[config.mk]
export PLATFORM = sky130hd
export DESIGN_NAME = frontend_top
export DESIGN_NICKNAME = d
export VERILOG_FILES = /design/src/common/frontend_pkg.sv /design/src/icache/plru_tree.sv /design/src/icache/ins_cache.sv /design/src/design/ins_decoder.sv /design/src/design/issue_stage.sv /design/src/design/frontend_top.sv
export SDC_FILE = /design/constraint.sdc
export NUM_CORES = 1
export LEC_CHECK = 0
export BUFFER_PORTS_ARGS = -buffer_cell sky130_fd_sc_hd__buf_2
export CAP_MARGIN = 25
export CORE_UTILIZATION = 45
export DETAILED_ROUTE_END_ITERATION = 10
export HOLD_SLACK_MARGIN = 0.08
export PLACE_DENSITY = 0.65
export SLEW_MARGIN = 5
export SYNTH_ARGS = -nofsm -noshare
export SYNTH_HDL_FRONTEND = slang
export SYNTH_SLANG_ARGS = --single-unit
[constraint.sdc]
create_clock -name clk_in -period 5 [get_ports clk_in]
set_input_delay 0.25 -clock clk_in [delete_from_list [all_inputs] [get_ports clk_in]]
set_output_delay 0.25 -clock clk_in [all_outputs]
set_load 0.02 [all_outputs]
[src/common/frontend_pkg.sv]
package frontend_pkg;

  localparam int XLEN          = 32;
  localparam int CACHE_ENTRIES = 8;
  localparam int INDEX_W       = 3;
  localparam int PLRU_BITS     = 7;   // CACHE_ENTRIES - 1 tree nodes
  localparam int REG_W         = 5;

  localparam logic [XLEN-1:0] PC_STEP  = 32'd4;
  localparam logic [XLEN-1:0] RESET_PC = 32'h0000_0000;

  // RV32I major opcodes, low 7 bits of the word
  typedef enum logic [6:0] {
    illegal = 7'b0000000,
    load    = 7'b0000011,
    op_imm  = 7'b0010011,
    auipc   = 7'b0010111,
    store   = 7'b0100011,
    op      = 7'b0110011,
    lui     = 7'b0110111,
    branch  = 7'b1100011,
    jalr    = 7'b1100111,
    jal     = 7'b1101111,
    system  = 7'b1110011
  } opcode_e;

  typedef enum logic [1:0] {
    idle,
    request,
    wait_data,
    write
  } fill_state_e;

  typedef struct packed {
    opcode_e           opcode;
    logic [2:0]        funct3;
    logic [6:0]        funct7;
    logic [XLEN-1:0]   imm;
    logic [5:0]        shamt;
    logic [REG_W-1:0]  rs1;
    logic [REG_W-1:0]  rs2;
    logic [REG_W-1:0]  rd;
  } decoded_ins_t;

  typedef struct packed {
    logic [XLEN-1:0]   pc;
    logic [XLEN-1:0]   word;
    decoded_ins_t      ins;
  } issue_t;

  typedef struct packed {
    logic              req;
    logic [XLEN-1:0]   addr;
  } mem_req_t;

endpackage

[src/icache/plru_tree.sv]
`timescale 1ns/10ps

module plru_tree (
  input  logic                                clk_in,
  input  logic                                rst_in,
  input  logic                                rdy_in,
  input  logic                                access_valid,
  input  logic [frontend_pkg::INDEX_W-1:0]    access_index,
  output logic [frontend_pkg::INDEX_W-1:0]    victim_index
);

  // Node n has children 2n+1 (left) and 2n+2 (right); a set bit points right
  logic [frontend_pkg::PLRU_BITS-1:0] node_q;
  logic [frontend_pkg::PLRU_BITS-1:0] node_d;

  always_comb
  begin : find_victim
    int node;
    node         = 0;
    victim_index = '0;
    for (int lvl = 0; lvl < frontend_pkg::INDEX_W; lvl++)
    begin
      victim_index[frontend_pkg::INDEX_W-1-lvl] = node_q[node];
      node = node_q[node] ? 2 * node + 2 : 2 * node + 1;
    end
  end

  always_comb
  begin : touch_path
    int node;
    node   = 0;
    node_d = node_q;
    for (int lvl = 0; lvl < frontend_pkg::INDEX_W; lvl++)
    begin
      node_d[node] = ~access_index[frontend_pkg::INDEX_W-1-lvl];   // Away from accessed leaf
      node = access_index[frontend_pkg::INDEX_W-1-lvl] ? 2 * node + 2 : 2 * node + 1;
    end
  end

  always_ff @(posedge clk_in)
  begin
    if (rst_in)
      node_q <= '0;
    else if (rdy_in && access_valid)
      node_q <= node_d;
  end

endmodule

[src/icache/ins_cache.sv]
`timescale 1ns/10ps

module ins_cache (
  input  logic                                clk_in,
  input  logic                                rst_in,
  input  logic                                rdy_in,
  input  logic                                fetch_req,
  input  logic [frontend_pkg::XLEN-1:0]       fetch_addr,
  output logic                                fetch_ready,
  output logic [frontend_pkg::XLEN-1:0]       fetch_word,
  input  logic                                mem_accept,
  input  logic                                mem_valid,
  input  logic [frontend_pkg::XLEN-1:0]       mem_data,
  output frontend_pkg::mem_req_t              mem_out
);

  frontend_pkg::fill_state_e                    state;
  logic [frontend_pkg::CACHE_ENTRIES-1:0]       valid_q;
  logic [frontend_pkg::XLEN-1:2]                tag_mem  [frontend_pkg::CACHE_ENTRIES];
  logic [frontend_pkg::XLEN-1:0]                data_mem [frontend_pkg::CACHE_ENTRIES];
  logic [frontend_pkg::XLEN-1:2]                miss_tag;
  logic                                         hit;
  logic [frontend_pkg::INDEX_W-1:0]             hit_index;
  logic [frontend_pkg::INDEX_W-1:0]             fill_index;
  logic [frontend_pkg::INDEX_W-1:0]             victim_index;
  logic                                         lookup;
  logic                                         fill_write;

  assign lookup     = (state == frontend_pkg::idle) && fetch_req;
  assign fill_write = (state == frontend_pkg::wait_data) && mem_valid;

  assign mem_out.req  = (state == frontend_pkg::request);
  assign mem_out.addr = {miss_tag, 2'b00};

  // Fully associative compare on word address
  always_comb
  begin
    hit       = 1'b0;
    hit_index = '0;
    for (int i = 0; i < frontend_pkg::CACHE_ENTRIES; i++)
    begin
      if (valid_q[i] && (tag_mem[i] == fetch_addr[frontend_pkg::XLEN-1:2]))
      begin
        hit       = 1'b1;
        hit_index = i[frontend_pkg::INDEX_W-1:0];
      end
    end
  end

  // Lowest invalid entry wins over the PLRU victim
  always_comb
  begin
    fill_index = victim_index;
    for (int i = frontend_pkg::CACHE_ENTRIES - 1; i >= 0; i--)
    begin
      if (!valid_q[i])
        fill_index = i[frontend_pkg::INDEX_W-1:0];
    end
  end

  always_ff @(posedge clk_in)
  begin
    if (rst_in)
    begin
      state       <= frontend_pkg::idle;
      valid_q     <= '0;
      fetch_ready <= 1'b0;
    end
    else if (rdy_in)
    begin
      fetch_ready <= 1'b0;
      case (state)
        frontend_pkg::idle:
        begin
          if (lookup && hit)
            fetch_ready <= 1'b1;
          else if (lookup)
            state <= frontend_pkg::request;
        end
        frontend_pkg::request:
        begin
          if (mem_accept)
            state <= frontend_pkg::wait_data;
        end
        frontend_pkg::wait_data:
        begin
          if (mem_valid)
          begin
            state               <= frontend_pkg::write;
            valid_q[fill_index] <= 1'b1;
            fetch_ready         <= 1'b1;
          end
        end
        frontend_pkg::write:
          state <= frontend_pkg::idle;   // Ready cycle of the refill
      endcase
    end
  end

  always_ff @(posedge clk_in)
  begin
    if (rdy_in)
    begin
      if (lookup && hit)
        fetch_word <= data_mem[hit_index];
      if (lookup && !hit)
        miss_tag <= fetch_addr[frontend_pkg::XLEN-1:2];
      if (fill_write)
      begin
        tag_mem[fill_index]  <= miss_tag;
        data_mem[fill_index] <= mem_data;
        fetch_word           <= mem_data;   // Forward refill word
      end
    end
  end

  plru_tree u_plru (
    .clk_in       (clk_in),
    .rst_in       (rst_in),
    .rdy_in       (rdy_in),
    .access_valid ((lookup && hit) || fill_write),
    .access_index (fill_write ? fill_index : hit_index),
    .victim_index (victim_index)
  );

endmodule

[src/design/ins_decoder.sv]
`timescale 1ns/10ps

module ins_decoder (
  input  logic [frontend_pkg::XLEN-1:0]       word,
  output frontend_pkg::decoded_ins_t          decoded
);

  frontend_pkg::opcode_e          raw_op;
  frontend_pkg::opcode_e          opc;
  logic                           is_shift;
  logic [frontend_pkg::XLEN-1:0]  imm_i;
  logic [frontend_pkg::XLEN-1:0]  imm_s;
  logic [frontend_pkg::XLEN-1:0]  imm_b;
  logic [frontend_pkg::XLEN-1:0]  imm_u;
  logic [frontend_pkg::XLEN-1:0]  imm_j;

  assign raw_op   = frontend_pkg::opcode_e'(word[6:0]);
  assign is_shift = (opc == frontend_pkg::op_imm) && (word[13:12] == 2'b01);   // funct3 001/101

  assign imm_i = {{20{word[31]}}, word[31:20]};
  assign imm_s = {{20{word[31]}}, word[31:25], word[11:7]};
  assign imm_b = {{20{word[31]}}, word[7], word[30:25], word[11:8], 1'b0};
  assign imm_u = {word[31:12], 12'b0};
  assign imm_j = {{12{word[31]}}, word[19:12], word[20], word[30:21], 1'b0};

  always_comb
  begin
    case (raw_op)
      frontend_pkg::op, frontend_pkg::op_imm, frontend_pkg::load, frontend_pkg::store,
      frontend_pkg::branch, frontend_pkg::jal, frontend_pkg::jalr, frontend_pkg::lui,
      frontend_pkg::auipc, frontend_pkg::system:
        opc = raw_op;
      default:
        opc = frontend_pkg::illegal;
    endcase
  end

  always_comb
  begin
    decoded        = '0;
    decoded.opcode = opc;
    // funct3 for every form but U and J
    if (!(opc == frontend_pkg::lui || opc == frontend_pkg::auipc ||
          opc == frontend_pkg::jal || opc == frontend_pkg::illegal))
      decoded.funct3 = word[14:12];
    if (opc == frontend_pkg::op || is_shift)
      decoded.funct7 = word[31:25];
    if (is_shift)
      decoded.shamt = word[25:20];
    case (opc)
      frontend_pkg::op_imm, frontend_pkg::load, frontend_pkg::jalr, frontend_pkg::system:
        decoded.imm = imm_i;
      frontend_pkg::store:
        decoded.imm = imm_s;
      frontend_pkg::branch:
        decoded.imm = imm_b;
      frontend_pkg::lui, frontend_pkg::auipc:
        decoded.imm = imm_u;
      frontend_pkg::jal:
        decoded.imm = imm_j;
      default:
        decoded.imm = '0;   // R form and illegal
    endcase
    if (!(opc == frontend_pkg::store || opc == frontend_pkg::branch ||
          opc == frontend_pkg::illegal))
      decoded.rd = word[11:7];
    if (!(opc == frontend_pkg::lui || opc == frontend_pkg::auipc ||
          opc == frontend_pkg::jal || opc == frontend_pkg::illegal))
      decoded.rs1 = word[19:15];
    if (opc == frontend_pkg::op || opc == frontend_pkg::store || opc == frontend_pkg::branch)
      decoded.rs2 = word[24:20];
  end

endmodule

[src/design/issue_stage.sv]
`timescale 1ns/10ps

module issue_stage (
  input  logic                                clk_in,
  input  logic                                rst_in,
  input  logic                                rdy_in,
  input  logic                                redirect_valid,
  input  logic [frontend_pkg::XLEN-1:0]       redirect_pc,
  input  logic                                fetch_ready,
  input  logic [frontend_pkg::XLEN-1:0]       fetch_word,
  input  frontend_pkg::decoded_ins_t          decoded,
  output logic                                fetch_req,
  output logic [frontend_pkg::XLEN-1:0]       fetch_addr,
  output logic                                issue_valid,
  output frontend_pkg::issue_t                issue_out
);

  logic                           run_q;
  logic                           cancel_q;   // In-flight fetch belongs to the old path
  logic [frontend_pkg::XLEN-1:0]  pc_q;

  // Held until the cache answers, dropped for the ready cycle
  assign fetch_req  = run_q && !fetch_ready;
  assign fetch_addr = pc_q;

  always_ff @(posedge clk_in)
  begin
    if (rst_in)
    begin
      run_q       <= 1'b0;
      cancel_q    <= 1'b0;
      pc_q        <= frontend_pkg::RESET_PC;
      issue_valid <= 1'b0;
    end
    else if (rdy_in)
    begin
      run_q       <= 1'b1;
      issue_valid <= 1'b0;
      if (redirect_valid)
      begin
        pc_q     <= redirect_pc;
        cancel_q <= fetch_req;
      end
      else if (fetch_ready)
      begin
        cancel_q <= 1'b0;
        if (!cancel_q)
        begin
          issue_valid <= 1'b1;
          pc_q        <= pc_q + frontend_pkg::PC_STEP;
        end
      end
    end
  end

  always_ff @(posedge clk_in)
  begin
    if (rdy_in && fetch_ready && !cancel_q && !redirect_valid)
    begin
      issue_out.pc   <= pc_q;
      issue_out.word <= fetch_word;
      issue_out.ins  <= decoded;
    end
  end

endmodule

[src/design/frontend_top.sv]
`timescale 1ns/10ps

module frontend_top (
  input  logic                                clk_in,
  input  logic                                rst_in,
  input  logic                                rdy_in,
  input  logic                                redirect_valid,
  input  logic [frontend_pkg::XLEN-1:0]       redirect_pc,
  input  logic                                mem_accept,
  input  logic                                mem_valid,
  input  logic [frontend_pkg::XLEN-1:0]       mem_data,
  output frontend_pkg::mem_req_t              mem_out,
  output logic                                issue_valid,
  output frontend_pkg::issue_t                issue_out
);

  logic                           fetch_req;
  logic [frontend_pkg::XLEN-1:0]  fetch_addr;
  logic                           fetch_ready;
  logic [frontend_pkg::XLEN-1:0]  fetch_word;
  frontend_pkg::decoded_ins_t     decoded;

  issue_stage u_issue (
    .clk_in         (clk_in),
    .rst_in         (rst_in),
    .rdy_in         (rdy_in),
    .redirect_valid (redirect_valid),
    .redirect_pc    (redirect_pc),
    .fetch_ready    (fetch_ready),
    .fetch_word     (fetch_word),
    .decoded        (decoded),
    .fetch_req      (fetch_req),
    .fetch_addr     (fetch_addr),
    .issue_valid    (issue_valid),
    .issue_out      (issue_out)
  );

  ins_cache u_cache (
    .clk_in      (clk_in),
    .rst_in      (rst_in),
    .rdy_in      (rdy_in),
    .fetch_req   (fetch_req),
    .fetch_addr  (fetch_addr),
    .fetch_ready (fetch_ready),
    .fetch_word  (fetch_word),
    .mem_accept  (mem_accept),
    .mem_valid   (mem_valid),
    .mem_data    (mem_data),
    .mem_out     (mem_out)
  );

  ins_decoder u_decoder (
    .word    (fetch_word),
    .decoded (decoded)
  );

endmodule

==> results of run 1 <==
[tightest hold or removal path, cell delays in order]
cell and delay (ps):
buf_2 100, mux2i_1 180, a211oi_1 170
[kinds of logic after synthesis]
group	Yosys count	share of synthesized area
flip-flops	745	0.7201
XOR/XNOR	242	0.07038
adder cells (fa/ha/maj)	5	0.002063
other	1	0.0001236
multiplexers	107	0.03622
buffers and inverters	135	0.02116
AO/OA/AOI/OAI	293	0.06394
AND/OR/NAND/NOR	495	0.08601
[placed cells by master, fill, tap and decap left out, types with 31 or more instances in the layout]
master	Yosys	layout
a211oi_1	31	31
a21oi_1	70	70
and2_1	39	39
buf_2	38	235
buf_4	7	87
clkbuf_16	0	81
dfxtp_1	53	53
dlygate4sd3_1	0	62
edfxtp_1	692	692
mux2i_1	85	85
nand2_1	84	83
nand3_1	35	35
nand4_1	104	104
nor2_1	119	111
o21ai_0	46	46
xnor2_1	214	214
[power by group]
part	total, mW	switching (mW)	internal (mW)
Clock	5.78	2.41	3.37
Combinational	0.522	0.323	0.199
Sequential	6.90	0.0823	6.82
Total	13.2	2.82	10.4
[area by class of cell]
class / instances / area [sq um]
Sequential cell: 745 / 21840
Fill cell: 5308 / 29960
Timing Repair Buffer: 397 / 2713
Inverter: 26 / 97.59
Multi-Input combinational cell: 1144 / 7963
Clock inverter: 37 / 392.9
Clock buffer: 105 / 2167
Tap cell: 864 / 1081
[sequential cells by signal, indices dropped and copies added, names as in the netlist]
name and count:
u_cache.state 2, u_cache.u_plru.node_q 7, u_cache.valid_q 8, u_cache.miss_tag 30, u_issue.run_q 1, u_issue.fetch_addr 32, u_issue.issue_valid 1, u_issue.issue_out 134
u_cache.fetch_ready 1, u_cache.tag_mem 240, u_cache.data_mem 256, u_issue.cancel_q 1, u_cache.fetch_word 32
[how the worst min path moves through the flow]
| stage | from | end | slack, ps | depth (start not counted) |
|---|---|---|---|---|
| after floorplan | mem_data[0] | u_cache.data_mem[0][0] | 350 | 0 |
| after global placement | u_issue.fetch_addr[1] | u_issue.issue_out[103] | 410 | 0 |
| final | redirect_pc[3] | u_issue.fetch_addr[3] | 140 | 3 |
| after detailed placement | u_issue.fetch_addr[0] | u_issue.issue_out[102] | 420 | 0 |
| after global routing | redirect_pc[21] | u_issue.fetch_addr[21] | 140 | 3 |
| after CTS | mem_valid | u_cache.state[0] | 100 | 4 |
[metal layers]
layer / vias to the layer above / routed length (um) / GRT usage
met5: - / 26 / 0
met4: 4 / 3432 / 0.1056
met3: 185 / 5352 / 0.03627
met2: 843 / 43820 / 0.4400
met1: 9476 / 34150 / 0.3154
li1: 8445 / - / -
[through the flow]
step	setup TNS, ps	setup slack (ps)	hold WS [ps]	power [mW]	instance area [sq um]
after floorplan	-54120	-290.2	348.9	7.248	30340
after global placement	0	505.3	413.2	7.504	33020
after detailed placement	0	484.1	419.7	7.512	33070
after CTS	0	477.2	103.0	13.29	36250
after global routing	0	251.3	138.8	13.55	36250
final	0	468.9	139.4	13.21	36250
[timing repair]
action,CTS,global route
hold buffers,62,0
setup endpoints to repair,0,0
endpoints found under the hold margin,311,0
gates resized for setup,0,0
==> out/qor.yml, run 1 <==
drc: 0
cp.arrival_ps: 4890
async_flop_share: 0
power_leakage_nw: 12.92
vias: 18950
r2r_start: "u_issue.fetch_addr[29]"
worstSetupPathType: "flop to flop"
crit_fanout: 30
clk_pin_slew_ps: 70
final_hold_viol_count: 0
grt_pass1_wl_um: 124200
vias_per_cell: 5.712
max_slew_margin: 0.3941
p_per_area_nw_per_um2: 364.4
critPathSlowestCell: "nor2_4"
first_iter_violations: 1963
cts_buffers: 78
overflow: 0
seq_area_frac_synth: 0.7201
clock_sinks: 745
irDropWorstVdd_mv: 0.2594
wl_per_cell_um: 26.15
grt_max_degree: 126
crit_chain: "buf_4 -> xnor2_1 -> nand4_1 -> or4_1 -> nor4_2 -> a211oi_1 -> nor2_4 -> buf_4 -> nand2_1 -> o21ai_0 -> o22ai_1"
fin_crit_ps: 4531
fmaxAchievable_mhz: 220.7
ys_seq_elements: 745
slowest_delay_ps: 720
antenna_found_initial: 4
reg2regPathDepth: 11
setup.worst_path.start: "u_issue.fetch_addr[29]"
grt_pass1_vias: 18420
synth.most_common_cell: "edfxtp_1"
cts_setup_buffers: 0
cp_common_cell: "buf_4"
insertion_delay_ps: 630
crit_required_ps: 5360
ant_nets: 0
cp.depth: 11
status: "finished clean"
final-setup-viol-count: 0
fp.dieArea_sq_um: 68440
routed_wl_um: 86780
critical_path.endpoint: "u_cache.fetch_word[19]"
root_buffer: "clkbuf_16"
worst_pin_slew_ps: 906.7
maxSlewViolCount: 0
crit_buf_inv: 2
drive_gt1_frac: 0.2001
start_util: 0.4581
path_delay_family: "simple AND/OR/NAND/NOR gates"
gp_congestion: 0.9434
utilization: 0.5475
yosysTopAreaCell: "edfxtp_1"
die_h_um: 261.6
skew_ps: 37.34
min_period_over_period: 0.9062
syn_area_sq_um: 30330
layoutNonFillerInstCount: 3318
synth.yosys.warnings: 0
synth.distinct_cells: 69
yosys-top-cells-area: "edfxtp_1, xnor2_1, dfxtp_1"
cts_max_path_buffers: 3
syn_to_final_growth_pct: 19.53
nNetsFinal: 2467
synth_top_cells_by_count: "edfxtp_1, xnor2_1, nor2_1"
die_width_um: 261.6
reg2reg_to: "u_cache.fetch_word[19]"
rsz0062_at_grt: "false"
reg2reg_slack_ps: 470
num_rows: 94
grt_usage: 0.2528
startpoint_type: "flop"
synth_top_area_share: 0.6851
dr.pass1.iters: 6
io_buffers: 235
synth_ff_type: "edfxtp_1"
dp_hpwl_um: 57010
cap_viol_max_count: 0
synth.avg_cell_area_sq_um: 14.99
cp-end-kind: "flop"
hold_class: "input pin to flop"
place_inst: 3114
cts_htree_levels: 3
core_area_sq_um: 66220
cts_tree: "built"
top_level_ports: 238
synth_edf_count: 692
syn_inst: 2023
num_antenna_cells: 0
Power figures use the tool's default switching activity.
==> run 2: changes to the inputs <==
- RECOVER_POWER: unset -> 50
- clock period: 5 -> 3.7 ns (I/O delays scaled with it)
==> run 2 against run 1 <==
  * Clock power is 32% higher
  * First-iteration DRC count is 3.3% lower
  * Fmax up 24%
  * Total power rose by 34%
  * Non-clock buffer count increased by 73
  * Critical path depth rose by 1
  * Clock skew decreased by 13 ps
  * Sequential power is 35% higher
  * Hold slack improved by 7.5 ps
  * Utilization is 0.72 points higher
  * Largest cell class unchanged
  * Largest power group unchanged
  * Highest routed layer unchanged
==> out/qor.yml, run 2 (synthesis results as in run 1) <==
status: "finished clean"  # unchanged
crit_chain: "buf_4 -> xnor2_1 -> nand4_1 -> nor4_1 -> buf_4 -> a211oi_2 -> o311ai_4 -> nor2b_4 -> buf_12 -> mux2i_1 -> o21ai_1 -> o32a_1"  # was buf_4 -> xnor2_1 -> nand4_1 -> or4_1 -> nor4_2 -> a211oi_1 -> nor2_4 -> buf_4 -> nand2_1 -> o21ai_0 -> o22ai_1
cts_htree_levels: 3  # unchanged
cts_max_path_buffers: 3  # unchanged
cp.depth: 12  # was 11
skew_ps: 24.39  # was 37.34 ps
final_cell_mix: "edfxtp_1, clkbuf_1, xnor2_1, buf_4, nor2_1"  # was edfxtp_1, buf_2, xnor2_1, nor2_1, nand4_1
cp_common_cell: "buf_4"  # unchanged
p_per_area_nw_per_um2: 481.9  # was 364.4 nW/um^2
layout_commonest_cell: "edfxtp_1"  # unchanged
worstSetupPathType: "flop to flop"  # unchanged
syn_to_final_growth_pct: 21.11  # was 19.53%
die_width_um: 261.6  # unchanged
reg2reg_slack_ps: 60  # was 470 ps
crit_required_ps: 4070  # was 5360 ps
cts_tree: "built"  # unchanged
ant_nets: 0  # unchanged
layoutNonFillerInstCount: 3388  # was 3318
max_slew_margin: 0.1635  # was 0.3941
grt_max_degree: 95  # was 126
top_register: "u_cache.data_mem"  # unchanged
cp.arrival_ps: 4020  # was 4890 ps
insertion_delay_ps: 630  # about the same
cts_buffers: 78  # unchanged
core_area_sq_um: 66220  # unchanged
wl_per_cell_um: 25.77  # was 26.15 um
power_leakage_nw: 12.62  # was 12.92 nW
top_regs: "u_cache.data_mem x256, u_cache.tag_mem x240, u_issue.issue_out x134"  # unchanged
fin_setup_tns_ps: 0  # unchanged
reg2reg_to: "u_cache.fetch_word[27]"  # was u_cache.fetch_word[19]
gp_congestion: 0.9323  # was 0.9434
largest_reg_flops: 256  # unchanged
crit_fanout: 33  # was 30
first_iter_violations: 1898  # was 1963
io_buffers: 235  # unchanged
drc: 0  # unchanged
slowest_delay_ps: 490  # was 720 ps
die_h_um: 261.6  # unchanged
hold_class: "input pin to flop"  # unchanged
path_delay_family: "compound AO/OA/AOI/OAI gates"  # was simple AND/OR/NAND/NOR gates
cp-end-kind: "flop"  # unchanged
vias: 19240  # was 18950
grt_usage: 0.2530  # was 0.2528
dr.pass1.iters: 5  # was 6
place_inst: 3179  # was 3114
routed_wl_um: 87300  # was 86780 um
irDropWorstVdd_mv: 0.4124  # was 0.2594 mV
drive_gt1_frac: 0.1359  # was 0.2001
num_rows: 94  # unchanged
whs_ps: 146.9  # was 139.4 ps
startpoint_type: "flop"  # unchanged
fin_crit_ps: 3644  # was 4531 ps
fmaxAchievable_mhz: 274.4  # was 220.7 MHz
rsz0062_at_grt: "false"  # unchanged
crit_buf_inv: 3  # was 2
min_period_over_period: 0.9849  # was 0.9062
final_hold_viol_count: 0  # unchanged
antenna_found_initial: 1  # was 4
top_level_ports: 238  # unchanged
hold_path_end: "u_issue.fetch_addr[23]"  # was u_issue.fetch_addr[3]
worst_pin_slew_ps: 1255  # was 906.7 ps
p_total_mw: 17.70  # was 13.21 mW
grt_pass1_vias: 18750  # was 18420
clk_pin_slew_ps: 60  # was 70 ps
nNetsFinal: 2541  # was 2467
final-setup-viol-count: 0  # unchanged
clock_sinks: 745  # unchanged
maxSlewViolCount: 0  # unchanged
grt_pass1_wl_um: 125200  # was 124200 um
root_buffer: "clkbuf_16"  # unchanged
dp_hpwl_um: 58550  # was 57010 um
r2r_start: "u_issue.fetch_addr[26]"  # was u_issue.fetch_addr[29]
min_from: "redirect_pc[23]"  # was redirect_pc[3]
hold_path_depth: 5  # was 3
reg2regPathDepth: 12  # was 11
vias_per_cell: 5.680  # was 5.712
cts_setup_buffers: 0  # unchanged
cap_viol_max_count: 0  # unchanged
start_util: 0.4581  # unchanged
fp.dieArea_sq_um: 68440  # unchanged
overflow: 0  # unchanged
critPathSlowestCell: "dfxtp_1"  # was nor2_4
run 2: worst max-delay path by stage:
stage	startpoint	slack, ps	to
2_1_floorplan	u_cache.u_plru.node_q[0]	-310	u_cache.data_mem[0][0]
3_3_place_gp	u_issue.fetch_addr[17]	-5	u_cache.fetch_word[24]
3_5_place_dp	u_issue.fetch_addr[17]	-50	u_cache.fetch_word[17]
4_1_cts	u_issue.fetch_addr[8]	50	u_cache.fetch_word[27]
5_1_grt	u_issue.fetch_addr[22]	2	u_cache.fetch_word[28]
6_report	u_issue.fetch_addr[26]	60	u_cache.fetch_word[27]
run 2: area by class of cell:
cell class	instances	area, sq um
well taps	864	1081
diodes	1	2.502
clock buffers	96	2062
repair buffers	470	3251
inverters	26	97.59
multi-input cells	1145	7984
clock inverters	41	411.6
flip-flops and latches	745	21840
fillers	5343	29480
run 2: through the flow:
stage	cell area, sq um	setup WS [ps]	utilization
final	36730	55.87	0.5548
after global routing	36730	1.783	0.5547
after CTS	37030	49.16	0.5592
after detailed placement	33840	-53.21	0.5111
after global placement	33840	-5.203	0.5111
after floorplan	30400	-307.0	-
run 2: worst min-delay path, cell delays in order:
cell	delay (ps)
buf_2	110
a21oi_1	130
nor2_1	50
a21oi_1	120
nor2_1	100
run 2: power by group:
part | total, mW | switching (mW) | internal, mW
logic | 0.741 | 0.451 | 0.291
clock network | 7.65 | 3.25 | 4.40
registers | 9.32 | 0.0973 | 9.22
total | 17.7 | 3.79 | 13.9
run 2: per-layer routing:
layer / track usage / share of wire
met1: 0.3268 / 0.41
met2: 0.4409 / 0.50
met3: 0.03366 / 0.054
met4: 0.08172 / 0.030
met5: 0 / 0.00014
run 2: what timing repair did:
action                     4_1_cts  5_1_grt
gates resized for setup          2        6
hold buffers                    70        0
hold endpoints to repair       323        0
pin swaps                        0        1
setup endpoints to repair        9       17
cloned                           0        1
==> run 3: changes to the inputs <==
- SETUP_SLACK_MARGIN: unset -> 0.1
==> run 3 against run 2 <==
  * Die area unchanged
  * Highest routed layer is now met4
  * Critical endpoint is now u_cache.fetch_word[17]
  * Largest cell class unchanged
  * Routed wire length decreased by 0.13%
  * Largest power group unchanged
  * Global-route usage increased by 0.17 points
==> out/qor.yml, run 3 (synthesis results as in run 1) <==
reg2regPathDepth: 11  # was 12
p_per_area_nw_per_um2: 475.2  # was 481.9 nW/um^2
met3_usage: 0.03453  # was 0.03366
top_level_ports: 238  # unchanged
cts_htree_levels: 3  # unchanged
cp.arrival_ps: 3910  # was 4020 ps
skew_ps: 26.23  # was 24.39 ps
irDropWorstVdd_mv: 0.3886  # was 0.4124 mV
fillCellCount: 5419  # was 5343
crit_fanout: 14  # was 33
top_regs: "u_cache.data_mem x256, u_cache.tag_mem x240, u_issue.issue_out x134"  # unchanged
cap_viol_max_count: 0  # unchanged
drive_gt1_frac: 0.1439  # was 0.1359
overflow: 0  # unchanged
min_period_over_period: 0.9563  # was 0.9849
first_iter_violations: 1834  # was 1898
utilization: 0.5553  # was 0.5548
p_total_mw: 17.47  # was 17.70 mW
fmaxAchievable_mhz: 282.6  # was 274.4 MHz
gr-max-usage-layer: "met2"  # unchanged
cts_max_path_buffers: 3  # unchanged
routed_wl_um: 87190  # was 87300 um
die_width_um: 261.6  # unchanged
dp_hpwl_um: 58880  # was 58550 um
worstSetupPathType: "flop to flop"  # unchanged
gp_congestion: 0.9386  # was 0.9323
min_from: "rst_in"  # was redirect_pc[23]
hold_path_depth: 2  # was 5
placed_area_sq_um: 33800  # was 33840 sq um
wl_per_cell_um: 25.69  # was 25.77 um
vias: 19150  # was 19240
ant_nets: 0  # unchanged
clock_sinks: 745  # unchanged
hold_class: "input pin to flop"  # unchanged
seqCellArea_sq_um: 21850  # was 21840 sq um
power_leakage_nw: 12.65  # was 12.62 nW
r2r_start: "u_issue.fetch_addr[15]"  # was u_issue.fetch_addr[26]
maxSlewViolCount: 0  # unchanged
place_inst: 3176  # was 3179
start_util: 0.4581  # unchanged
dr.pass1.iters: 6  # was 5
top_register: "u_cache.data_mem"  # unchanged
insertion_delay_ps: 630  # about the same
layoutNonFillerInstCount: 3394  # was 3388
nNetsFinal: 2541  # unchanged
hold_path_end: "u_cache.valid_q[1]"  # was u_issue.fetch_addr[23]
layout_commonest_cell: "edfxtp_1"  # unchanged
use_met2: 0.4318  # was 0.4409
clk_pin_slew_ps: 70  # was 60 ps
final_hold_viol_count: 0  # unchanged
syn_to_final_growth_pct: 21.24  # was 21.11%
reg2reg_to: "u_cache.fetch_word[17]"  # was u_cache.fetch_word[27]
core_area_sq_um: 66220  # unchanged
largest_reg_flops: 256  # unchanged
startpoint_type: "flop"  # unchanged
reg2reg_slack_ps: 160  # was 60 ps
grt_pass1_vias: 18620  # was 18750
cts_tree: "built"  # unchanged
die_h_um: 261.6  # unchanged
gr-usage-met1: 0.3314  # was 0.3268
vias_per_cell: 5.641  # was 5.680
crit_required_ps: 4070  # about the same
multi_input_area_sq_um: 8074  # was 7984 sq um
grt_usage: 0.2547  # was 0.2530
final-setup-viol-count: 0  # unchanged
worst_pin_slew_ps: 1339  # was 1255 ps
design_area_sq_um: 36770  # was 36730 sq um
cp-end-kind: "flop"  # unchanged
num_rows: 94  # unchanged
io_buffers: 235  # unchanged
fp.dieArea_sq_um: 68440  # unchanged
cts_buffers: 79  # was 78
max_slew_margin: 0.1071  # was 0.1635
status: "finished clean"  # unchanged
grt_max_degree: 75  # was 95
antenna_found_initial: 0  # was 1
root_buffer: "clkbuf_16"  # unchanged
rsz0062_at_grt: "true"  # was false
grt_pass1_wl_um: 125800  # was 125200 um
final_cell_mix: "edfxtp_1, clkbuf_1, xnor2_1, nor2_1, buf_4"  # was edfxtp_1, clkbuf_1, xnor2_1, buf_4, nor2_1
drc: 0  # unchanged
fin_crit_ps: 3538  # was 3644 ps
[run 3: changes by cell type in the layout (fill, tap and decap cells not counted), moves of 3 or more]
cell / change
and2_0: -4
and2_1: +4
buf_4: -4
bufinv_16: -4
clkinv_1: +3
clkinvlp_4: +5
dfxtp_1: -5
dfxtp_2: +4
inv_6: +5
xnor2_1: -9
xnor2_2: +9
[run 3: layout make-up]
| type | instances | share of cell area |
|---|---|---|
| well taps | 864 | 0.02940 |
| multi-input cells | 1144 | 0.2196 |
| diodes | 1 | 0.00006805 |
| repair buffers | 470 | 0.08816 |
| flip-flops and latches | 745 | 0.5943 |
| clock buffers | 95 | 0.05567 |
| inverters | 26 | 0.002654 |
| clock inverters | 49 | 0.01017 |
[run 3: worst max-delay path, cell delays in order, from the launching register on]
cell	delay (ps)
dfxtp_1	700
xnor2_1	220
nand4_1	170
or4_1	610
o211ai_1	290
o311ai_4	150
nor2b_4	160
buf_12	170
buf_12	150
mux2i_1	150
o21ai_1	90
o32a_1	380
[run 3: report_power, final]
group,internal [mW],leakage (nW),switching (mW),total [mW]
clock network,4.13,1.17,3.31,7.44
logic,0.274,4.64,0.444,0.719
registers,9.22,6.84,0.100,9.32
[run 3: repair_timing]
| item | in CTS | in global routing |
|---|---|---|
| setup buffers | 0 | 4 |
| gates resized for setup | 10 | 25 |
| endpoints found under the setup margin | 37 | 30 |
| hold buffers | 69 | 0 |
| pin swaps | 0 | 5 |
| endpoints found under the hold margin | 323 | 0 |
[run 3: worst max-delay path by stage]
| stage | start | end | slack, ps | depth (start not counted) |
|---|---|---|---|---|
| finish | u_issue.fetch_addr[15] | u_cache.fetch_word[17] | 160 | 11 |
| floorplan | u_cache.u_plru.node_q[0] | u_cache.data_mem[2][0] | -280 | 7 |
| global route | u_issue.fetch_addr[3] | u_cache.fetch_word[31] | 50 | 13 |
| global placement | u_issue.fetch_addr[14] | u_cache.fetch_word[8] | -110 | 10 |
| CTS | u_issue.fetch_addr[16] | u_cache.fetch_word[17] | 110 | 13 |
| detailed placement | u_issue.fetch_addr[14] | u_cache.fetch_word[15] | -90 | 10 |
[run 3: through the flow]
step | setup WS [ps] | setup TNS (ps) | hold WS [ps]
after detailed placement | -92.21 | -1308 | 415.8
after global placement | -106.8 | -1138 | 413.5
after global routing | 53.52 | 0 | 128.6
after CTS | 108.0 | 0 | 95.91
final | 161.9 | 0 | 131.3
after floorplan | -278.8 | -57540 | 283.9
[run 3: layer usage]
metal / part of all wire / vias to the layer above
met5: 0 / -
met4: 0.041 / 0
met3: 0.065 / 156
met2: 0.49 / 883
met1: 0.40 / 9519
li1: - / 8587
